<file path="config.mk">
export PLATFORM = sky130hd
export DESIGN_NAME = execUnit
export DESIGN_NICKNAME = d
export VERILOG_FILES = /design/src/common/dataPkg.sv /design/src/common/isaPkg.sv /design/src/common/aluCtrlIf.sv /design/src/common/regReadIf.sv /design/src/verilog/instrDecoder.sv /design/src/verilog/regFile.sv /design/src/alu/aluCore.sv /design/src/verilog/statusRegs.sv /design/src/verilog/execUnit.sv
export SDC_FILE = /design/constraint.sdc
export NUM_CORES = 1
export LEC_CHECK = 0
export BUFFER_PORTS_ARGS = -buffer_cell sky130_fd_sc_hd__buf_4
export CORE_ASPECT_RATIO = 1.4
export CORE_MARGIN = 4
export CORE_UTILIZATION = 63
export CTS_CLUSTER_SIZE = 28
export DETAILED_ROUTE_END_ITERATION = 12
export PLACE_DENSITY_LB_ADDON = 0.2
export SLEW_MARGIN = 40
export SYNTH_ARGS = -nofsm -noshare
export SYNTH_HDL_FRONTEND = slang
export SYNTH_HIERARCHICAL = 1
export SYNTH_SLANG_ARGS = --single-unit
</file>
<file path="constraint.sdc">
create_clock -name clk -period 6.9 [get_ports clk]
set_clock_uncertainty 0.2 [all_clocks]
set_input_delay 0.345 -clock clk [delete_from_list [all_inputs] [get_ports clk]]
set_output_delay 0.345 -clock clk [all_outputs]
set_load 0.01 [all_outputs]
</file>
<file path="src/common/dataPkg.sv">
// Datapath sizes and condition code bit positions
`default_nettype none

package dataPkg;

    localparam int wordWidth    = 16;
    localparam int regCount     = 8;
    localparam int regAddrWidth = 3;

    // Condition code register
    localparam int flagWidth = 3;
    localparam int zeroBit   = 0;
    localparam int negBit    = 1;
    localparam int carryBit  = 2; // Only ADD ever sets it

endpackage

`default_nettype wire

</file>
<file path="src/common/isaPkg.sv">
// Instruction set of the execute unit with opcode codes and the two word formats
`default_nettype none

package isaPkg;

    localparam int opcodeWidth = 5;
    localparam int immWidth    = 8;
    localparam int unusedWidth = 5; // Spare bits of the register format

    // Opcode values, anything above opOut decodes as a NOP
    localparam logic [opcodeWidth-1:0] opNop = 5'd0;
    localparam logic [opcodeWidth-1:0] opAdd = 5'd1;
    localparam logic [opcodeWidth-1:0] opSub = 5'd2;
    localparam logic [opcodeWidth-1:0] opAnd = 5'd3;
    localparam logic [opcodeWidth-1:0] opOr  = 5'd4;
    localparam logic [opcodeWidth-1:0] opNot = 5'd5;
    localparam logic [opcodeWidth-1:0] opInc = 5'd6;
    localparam logic [opcodeWidth-1:0] opDec = 5'd7;
    localparam logic [opcodeWidth-1:0] opShl = 5'd8;
    localparam logic [opcodeWidth-1:0] opShr = 5'd9;
    localparam logic [opcodeWidth-1:0] opLdm = 5'd10;
    localparam logic [opcodeWidth-1:0] opIn  = 5'd11;
    localparam logic [opcodeWidth-1:0] opOut = 5'd12;

    // One 16-bit word seen either as a register op or as an immediate op
    typedef union packed {
        struct packed {
            logic [opcodeWidth-1:0]           opcode; // Bits 15..11
            logic [dataPkg::regAddrWidth-1:0] rd;     // Bits 10..8
            logic [dataPkg::regAddrWidth-1:0] rs;     // Bits 7..5
            logic [unusedWidth-1:0]           unused;
        } regFmt;
        struct packed {
            logic [opcodeWidth-1:0]           opcode;
            logic [dataPkg::regAddrWidth-1:0] rd;
            logic [immWidth-1:0]              imm;    // Zero-extended by the decoder
        } immFmt;
    } instrWord;

endpackage

`default_nettype wire

</file>
<file path="src/common/aluCtrlIf.sv">
// Operation strobes and operands passed from the decoder to the ALU
`default_nettype none

interface aluCtrlIf;

    // One-hot operation strobes
    logic opAdd;
    logic opNot;
    logic opLdm;
    logic opInc;
    logic opDec;
    logic opSub;
    logic opAnd;
    logic opOr;
    logic opShl;
    logic opShr;
    logic opIn;

    logic [dataPkg::wordWidth-1:0] srcVal; // rs or the immediate
    logic [dataPkg::wordWidth-1:0] dstVal; // Always rd

    modport decoder (
        output opAdd, opNot, opLdm, opInc, opDec, opSub,
        output opAnd, opOr, opShl, opShr, opIn,
        output srcVal, dstVal
    );

    modport alu (
        input opAdd, opNot, opLdm, opInc, opDec, opSub,
        input opAnd, opOr, opShl, opShr, opIn,
        input srcVal, dstVal
    );

endinterface

`default_nettype wire

</file>
<file path="src/common/regReadIf.sv">
// Two register read ports between the decoder and the register file
`default_nettype none

interface regReadIf;

    logic [dataPkg::regAddrWidth-1:0] rdAddr;
    logic [dataPkg::regAddrWidth-1:0] rsAddr;
    logic [dataPkg::wordWidth-1:0]    rdData;
    logic [dataPkg::wordWidth-1:0]    rsData;

    modport reader (
        output rdAddr, rsAddr,
        input  rdData, rsData
    );

    modport file (
        input  rdAddr, rsAddr,
        output rdData, rsData
    );

endinterface

`default_nettype wire

</file>
<file path="src/verilog/instrDecoder.sv">
// Instruction decoder producing ALU strobes, register addresses and write enables
`default_nettype none

module instrDecoder (
    input  var logic              instrValid,
    input  var isaPkg::instrWord  instr,
    regReadIf.reader              regRd,
    aluCtrlIf.decoder             alu,
    output var logic              regWrite,
    output var logic              outLoad
);

    logic [isaPkg::opcodeWidth-1:0] opcode;
    logic                           useImm;
    logic [dataPkg::wordWidth-1:0]  immExt;

    // Opcode and rd sit at the same bits in both formats
    assign opcode = instr.regFmt.opcode;
    assign immExt = {{(dataPkg::wordWidth - isaPkg::immWidth){1'b0}}, instr.immFmt.imm};

    assign regRd.rdAddr = instr.regFmt.rd;
    assign regRd.rsAddr = instr.regFmt.rs;

    assign alu.dstVal = regRd.rdData;
    assign alu.srcVal = useImm ? immExt : regRd.rsData; // LDM takes the immediate

    always_comb begin
        alu.opAdd = 1'b0;
        alu.opNot = 1'b0;
        alu.opLdm = 1'b0;
        alu.opInc = 1'b0;
        alu.opDec = 1'b0;
        alu.opSub = 1'b0;
        alu.opAnd = 1'b0;
        alu.opOr  = 1'b0;
        alu.opShl = 1'b0;
        alu.opShr = 1'b0;
        alu.opIn  = 1'b0;
        useImm    = 1'b0;
        regWrite  = 1'b0;
        outLoad   = 1'b0;

        if (instrValid) begin
            // Every ALU opcode writes rd back
            regWrite = 1'b1;
            case (opcode)
                isaPkg::opAdd: alu.opAdd = 1'b1;
                isaPkg::opSub: alu.opSub = 1'b1;
                isaPkg::opAnd: alu.opAnd = 1'b1;
                isaPkg::opOr:  alu.opOr  = 1'b1;
                isaPkg::opNot: alu.opNot = 1'b1;
                isaPkg::opInc: alu.opInc = 1'b1;
                isaPkg::opDec: alu.opDec = 1'b1;
                isaPkg::opShl: alu.opShl = 1'b1;
                isaPkg::opShr: alu.opShr = 1'b1;
                isaPkg::opIn:  alu.opIn  = 1'b1;
                isaPkg::opLdm: begin
                    alu.opLdm = 1'b1;
                    useImm    = 1'b1;
                end
                isaPkg::opOut: begin
                    regWrite = 1'b0;
                    outLoad  = 1'b1; // Port takes rd, no register write
                end
                default: regWrite = 1'b0; // NOP and undefined codes
            endcase
        end
    end

endmodule

`default_nettype wire

</file>
<file path="src/verilog/regFile.sv">
// Eight-entry register file with two combinational reads and one clocked write
`default_nettype none

module regFile (
    input  var logic                             clk,
    input  var logic                             rstN,
    regReadIf.file                               regRd,
    input  var logic                             regWrite,
    input  var logic [dataPkg::regAddrWidth-1:0] writeAddr,
    input  var logic [dataPkg::wordWidth-1:0]    writeData
);

    logic [dataPkg::wordWidth-1:0] regs [dataPkg::regCount];

    // Reads see the value from before this edge
    assign regRd.rdData = regs[regRd.rdAddr];
    assign regRd.rsData = regs[regRd.rsAddr];

    always_ff @(posedge clk) begin
        if (!rstN) begin
            for (int i = 0; i < dataPkg::regCount; i++) begin
                regs[i] <= '0;
            end
        end else if (regWrite) begin
            regs[writeAddr] <= writeData;
        end
    end

endmodule

`default_nettype wire

</file>
<file path="src/alu/aluCore.sv">
// Combinational 16-bit ALU that computes the result and the next condition flags
`default_nettype none

module aluCore (
    aluCtrlIf.alu                             alu,
    input  var logic [dataPkg::wordWidth-1:0] inPort,
    input  var logic [dataPkg::flagWidth-1:0] ccrOld,
    output var logic [dataPkg::wordWidth-1:0] aluResult,
    output var logic [dataPkg::flagWidth-1:0] nextFlags
);

    localparam int width      = dataPkg::wordWidth;
    localparam int shiftWidth = $clog2(width);

    localparam logic [width-1:0] oneVal = 1;

    logic [width:0]            sum;      // Extra bit is the ADD carry
    logic                      bigShift;
    logic [shiftWidth-1:0]     shiftAmt;
    logic                      flagOp;

    assign sum      = {1'b0, alu.dstVal} + {1'b0, alu.srcVal};
    assign shiftAmt = alu.srcVal[shiftWidth-1:0];

    // Shift by 16 or more clears the word
    assign bigShift = |alu.srcVal[width-1:shiftWidth];

    // Strobes are one-hot, the priority order only matters if that breaks
    always_comb begin
        if (alu.opAdd) begin
            aluResult = sum[width-1:0];
        end else if (alu.opNot) begin
            aluResult = ~alu.dstVal;
        end else if (alu.opLdm) begin
            aluResult = alu.srcVal;
        end else if (alu.opInc) begin
            aluResult = alu.dstVal + oneVal;
        end else if (alu.opDec) begin
            aluResult = alu.dstVal - oneVal;
        end else if (alu.opSub) begin
            aluResult = alu.dstVal - alu.srcVal;
        end else if (alu.opAnd) begin
            aluResult = alu.dstVal & alu.srcVal;
        end else if (alu.opOr) begin
            aluResult = alu.dstVal | alu.srcVal;
        end else if (alu.opShl) begin
            aluResult = bigShift ? '0 : alu.dstVal << shiftAmt;
        end else if (alu.opShr) begin
            aluResult = bigShift ? '0 : alu.dstVal >> shiftAmt;
        end else if (alu.opIn) begin
            aluResult = inPort;
        end else begin
            aluResult = '0;
        end
    end

    // Shifts are left out on purpose and keep the old flags
    assign flagOp = alu.opAdd | alu.opNot | alu.opLdm | alu.opInc | alu.opDec
                  | alu.opSub | alu.opAnd | alu.opOr  | alu.opIn;

    always_comb begin
        if (flagOp) begin
            nextFlags[dataPkg::zeroBit]  = (aluResult == '0);
            nextFlags[dataPkg::negBit]   = aluResult[width-1];
            nextFlags[dataPkg::carryBit] = alu.opAdd & sum[width];
        end else begin
            nextFlags = ccrOld; // NOP, OUT and shifts
        end
    end

endmodule

`default_nettype wire

</file>
<file path="src/verilog/statusRegs.sv">
// Condition code register, output port register and the writeback report
`default_nettype none

module statusRegs #(
    parameter logic [dataPkg::wordWidth-1:0] outResetValue = '0
) (
    input  var logic                             clk,
    input  var logic                             rstN,
    input  var logic                             instrValid,
    input  var logic [dataPkg::flagWidth-1:0]    nextFlags,
    input  var logic                             outLoad,
    input  var logic [dataPkg::wordWidth-1:0]    outData,
    input  var logic                             regWrite,
    input  var logic [dataPkg::regAddrWidth-1:0] wbAddrIn,
    input  var logic [dataPkg::wordWidth-1:0]    wbDataIn,
    output var logic [dataPkg::flagWidth-1:0]    ccr,
    output var logic [dataPkg::wordWidth-1:0]    outPort,
    output var logic                             wbValid,
    output var logic [dataPkg::regAddrWidth-1:0] wbAddr,
    output var logic [dataPkg::wordWidth-1:0]    wbData
);

    always_ff @(posedge clk) begin
        if (!rstN) begin
            ccr     <= '0;
            outPort <= outResetValue;
            wbValid <= 1'b0;
        end else begin
            // nextFlags already equals ccr for ops that keep the flags
            if (instrValid) begin
                ccr <= nextFlags;
            end
            if (outLoad) begin
                outPort <= outData;
            end
            wbValid <= regWrite; // High for one cycle per write
        end
    end

    // Report payload holds the last write
    always_ff @(posedge clk) begin
        if (regWrite) begin
            wbAddr <= wbAddrIn;
            wbData <= wbDataIn;
        end
    end

endmodule

`default_nettype wire

</file>
<file path="src/verilog/execUnit.sv">
// Single-cycle execute unit joining decoder, register file, ALU and status registers
`default_nettype none

module execUnit #(
    parameter logic [dataPkg::wordWidth-1:0] outResetValue = '0
) (
    input  var logic                             clk,
    input  var logic                             rstN,
    input  var logic                             instrValid,
    input  var logic [dataPkg::wordWidth-1:0]    instr,
    input  var logic [dataPkg::wordWidth-1:0]    inPort,
    output var logic [dataPkg::wordWidth-1:0]    outPort,
    output var logic [dataPkg::flagWidth-1:0]    flags,
    output var logic                             wbValid,
    output var logic [dataPkg::regAddrWidth-1:0] wbAddr,
    output var logic [dataPkg::wordWidth-1:0]    wbData
);

    aluCtrlIf aluIf ();
    regReadIf regIf ();

    logic                          regWrite;
    logic                          outLoad;
    logic [dataPkg::wordWidth-1:0] aluResult;
    logic [dataPkg::flagWidth-1:0] nextFlags;

    instrDecoder decoder (
        .instrValid (instrValid),
        .instr      (instr),
        .regRd      (regIf.reader),
        .alu        (aluIf.decoder),
        .regWrite   (regWrite),
        .outLoad    (outLoad)
    );

    regFile regs (
        .clk       (clk),
        .rstN      (rstN),
        .regRd     (regIf.file),
        .regWrite  (regWrite),
        .writeAddr (regIf.rdAddr), // Result always goes to rd
        .writeData (aluResult)
    );

    aluCore alu (
        .alu       (aluIf.alu),
        .inPort    (inPort),
        .ccrOld    (flags),
        .aluResult (aluResult),
        .nextFlags (nextFlags)
    );

    statusRegs #(
        .outResetValue (outResetValue)
    ) status (
        .clk        (clk),
        .rstN       (rstN),
        .instrValid (instrValid),
        .nextFlags  (nextFlags),
        .outLoad    (outLoad),
        .outData    (aluIf.dstVal), // OUT sends rd to the port
        .regWrite   (regWrite),
        .wbAddrIn   (regIf.rdAddr),
        .wbDataIn   (aluResult),
        .ccr        (flags),
        .outPort    (outPort),
        .wbValid    (wbValid),
        .wbAddr     (wbAddr),
        .wbData     (wbData)
    );

endmodule

`default_nettype wire

</file>
==> flow_summary_export.csv <==
group,metric,value,unit
status,status,"finished clean",
power_and_ir_drop,combPwrFrac,30.9,%
drt,wl_per_cell,28.4,µm
worst_setup_path,cp-end-kind,"register",
worst_setup_path,slowest_delay,0.62,ns
drt,drc,0,
power_and_ir_drop,internal_power,2080,µW
clock_network,cts_tree,"built",
die,fp.dieW,135,µm
timing,finalWorstSetupSlack,1.10,ns
timing,rsz0062_at_grt,"false",
grt,grt_pass1_vias,12100,
drt,drtIter0Drc,1741,
place,place_congestion,1.08,
clock_network,path_clk_slew,0.07,ns
power_and_ir_drop,ir_drop,0.000291,V
place,dp_slack,0.915,ns
synthesis,ys_ff_latch,167,
drt,dr.pass1.iters,5,
cells_and_area,area_growth,7.83,%
timing,post-route-min-period,5.80,ns
die,rows,64,
timing,finalSetupViolations,0,
clock_network,cts_resized,0,
place,portBuffers,73,
synthesis,synth_edf_count,147,
power_and_ir_drop,power.switching,1000,µW
worst_setup_path,cp_top_family,"compound AO/OA/AOI/OAI gates",
worst_setup_path,crit_slowest_cell,"mux4_1",
worst_setup_path,worstPathArrival,5.84,ns
worst_setup_path,cp.buffers_inverters,2,
grt,grt_pass1_wl,71.4,mm
synthesis,yosys_warnings,6,
clock_network,h-tree-depth,4,
min_path,hold_class,"input pin to register",
die,io_pins,74,
die,core-area,22100,µm²
clock_network,postCtsSetupRepairBufs,0,
synthesis,ys.flop_type,"edfxtp_1",
timing,tightest_slew,0.855,ns
power_and_ir_drop,p_per_area,200,nW/µm²
cells_and_area,n_fill_cell,1638,
cells_and_area,drive_above_1_share,18.5,%
grt,grt_antenna_before_repair,0,
timing,fin_setup_tns,0,ns
timing,fmax,172,MHz
drt,wl,47.4,mm
worst_setup_path,setup.worst_path.start_class,"input pin",
die,die-area,25200,µm²
synthesis,seq_area_frac_synth,33.7,%
timing,drv_slew,0,
clock_network,hold_buffers,0,
worst_setup_path,path_cells,"buf_4, mux4_1, mux2_2, mux2_2, ha_1, fa_1, or2_2, a221oi_1, o32a_1, a2111oi_0, nor2_1, xnor2_1, a2111oi_0, a221oi_1, clkinv_1, nor3_1",
clock_network,clock-sinks,167,
place,dp_hpwl,32.5,mm
drt,avgViaCountPerCell,7.44,
drt,antenna_left,0,
cells_and_area,final_cell_mix,"nor3_1, edfxtp_1, buf_4",
cells_and_area,diodes,0,
synthesis,syn_area,14300,µm²
synthesis,synth_fp_nets,1475,
timing,finalCritPeriodShare,84.1,%
timing,hold_ws,0.0993,ns
grt,grt_usage,37.6,%
clock_network,cts_max_path_buffers,2,
clock_network,clk_latency,0.42,ns
cells_and_area,mostFrequentLayoutCell,"nor3_1",
cells_and_area,instances_no_fill,1673,
synthesis,syn_avg_cell_area,10.3,µm²
cells_and_area,final_nets,1451,
worst_setup_path,worstPathRequired,6.94,ns
run,drv_cap,0,
timing,hold_viol_final,0,
timing,max_slew_margin,42.6,%
place,dp.cells,1637,
cells_and_area,utilization,69.7,%
clock_network,clockRootBuffer,"clkbuf_16",
die,start_util,64.6,%
power_and_ir_drop,power_leakage,0.00561,µW
die,chipHeight,186,µm
synthesis,synthArstFlopShare,0,%
clock_network,cts_buffers,17,
power_and_ir_drop,p_clk_share,31.8,%
worst_setup_path,worstPathMaxFanout,26,
power_and_ir_drop,power.share.switching,32.5,%
grt,grt_max_degree,69,
synthesis,syn_inst,1387,
power_and_ir_drop,p_seq_share,37.4,%
grt,overflow,0,
worst_setup_path,path_class,"input pin to register",
drt,vias,12500,
synthesis,synth.distinct_cells,89,
-- final cells by class --
| class | instances | area (µm²) | area share (%) |
|---|---|---|---|
| clock buffer | 25 | 584 | 3.80 |
| clock inverter | 7 | 42.5 | 0.276 |
| inverter | 75 | 282 | 1.83 |
| multi-input combinational | 996 | 8490 | 55.1 |
| sequential | 167 | 4810 | 31.3 |
| tap | 297 | 372 | 2.41 |
| timing repair buffer | 106 | 812 | 5.27 |
-- sequential cells by signal, summed over array words and instances (netlist names) --
name            flops
status/wbValid      1
status/ccr          3
status/wbAddr       3
status/wbData      16
status/outPort     16
regs/regs         128
-- routing by layer --
layer	share of wire, %	vias up	GRT usage, %
met2	48	922	61.6
met5	0	-	0
met3	9.5	279	7.41
li1	-	5301	-
met4	8.3	0	26.3
met1	34	5952	44.6
-- final timing paths --
| path | start | cells past startpoint | endpoint | slack, ns |
|---|---|---|---|---|
| setup / recovery | instr[5] | 16 | regs/regs[3][14] | 1.10 |
| hold / removal | instrValid | 3 | status/ccr[0] | 0.1 |
| setup reg to reg | regs/regs[0][0] | 15 | regs/regs[3][14] | 1.11 |
| hold reg to reg | status/outPort[7] | 2 | status/outPort[7] | 0.33 |
-- synth_stat cells, types with 5 or more instances --
cell	number	area (µm²)
a2111oi_0	8	70.1
a211o_1	6	52.6
a211oi_1	13	97.6
a21o_1	6	45.0
a21oi_1	60	300
a221oi_1	13	114
a22oi_1	5	37.5
a31oi_1	14	87.6
and2_2	8	60.1
and3_1	6	37.5
buf_1	12	45.0
buf_2	20	100
buf_4	26	195
buf_6	12	135
clkbuf_1	75	282
clkinv_1	19	71.3
dfxtp_1	20	400
edfxtp_1	147	4410
ha_1	51	638
inv_1	56	210
mux2_2	50	563
mux2i_1	43	430
mux4_1	58	1520
mux4_2	27	608
nand2_1	72	270
nand2b_1	16	100
nand3_1	25	125
nand3b_1	5	37.5
nand4_1	8	50.1
nor2_1	70	263
nor2b_1	34	213
nor3_1	160	801
nor4_1	10	62.6
o2111ai_1	5	43.8
o211ai_1	15	113
o21ai_0	46	230
o221ai_1	9	78.8
o22ai_1	11	68.8
o31ai_1	11	82.6
or2_2	5	31.3
or3_1	9	56.3
xnor2_1	29	254
xor2_1	5	43.8
-- tightest hold or removal path: stages --
cell and delay (ns):
buf_4 0.15, mux2i_1 0.09, nor2b_1 0.10
-- logic make-up (layout without fill, tap and decap cells) --
family | after synthesis | after routing | synth area share [%]
flip-flops | 167 | 167 | 33.7
AO/OA/AOI/OAI | 278 | 278 | 13.4
multiplexers | 180 | 180 | 22.1
adder cells (fa/ha/maj) | 53 | 53 | 4.75
AND/OR/NAND/NOR | 451 | 451 | 16.3
buffers and inverters | 224 | 213 | 7.59
XOR/XNOR | 34 | 34 | 2.09
-- power groups by stage --
stage	registers (µW)	clock network (µW)	logic (µW)
after global placement	1170	0	896
after global routing	1150	1040	1000
after detailed placement	1170	0	909
final	1150	979	951
after floorplan	1170	0	674
after CTS	1150	994	916
-- through the flow --
stage / power [µW] / area (µm²)
after CTS: 3060 / 15300
after global routing: 3190 / 15400
after floorplan: 1840 / 14300
after detailed placement: 2080 / 14700
after global placement: 2060 / 14700
final: 3080 / 15400
No activity file was read; power rests on OpenSTA's default activity.
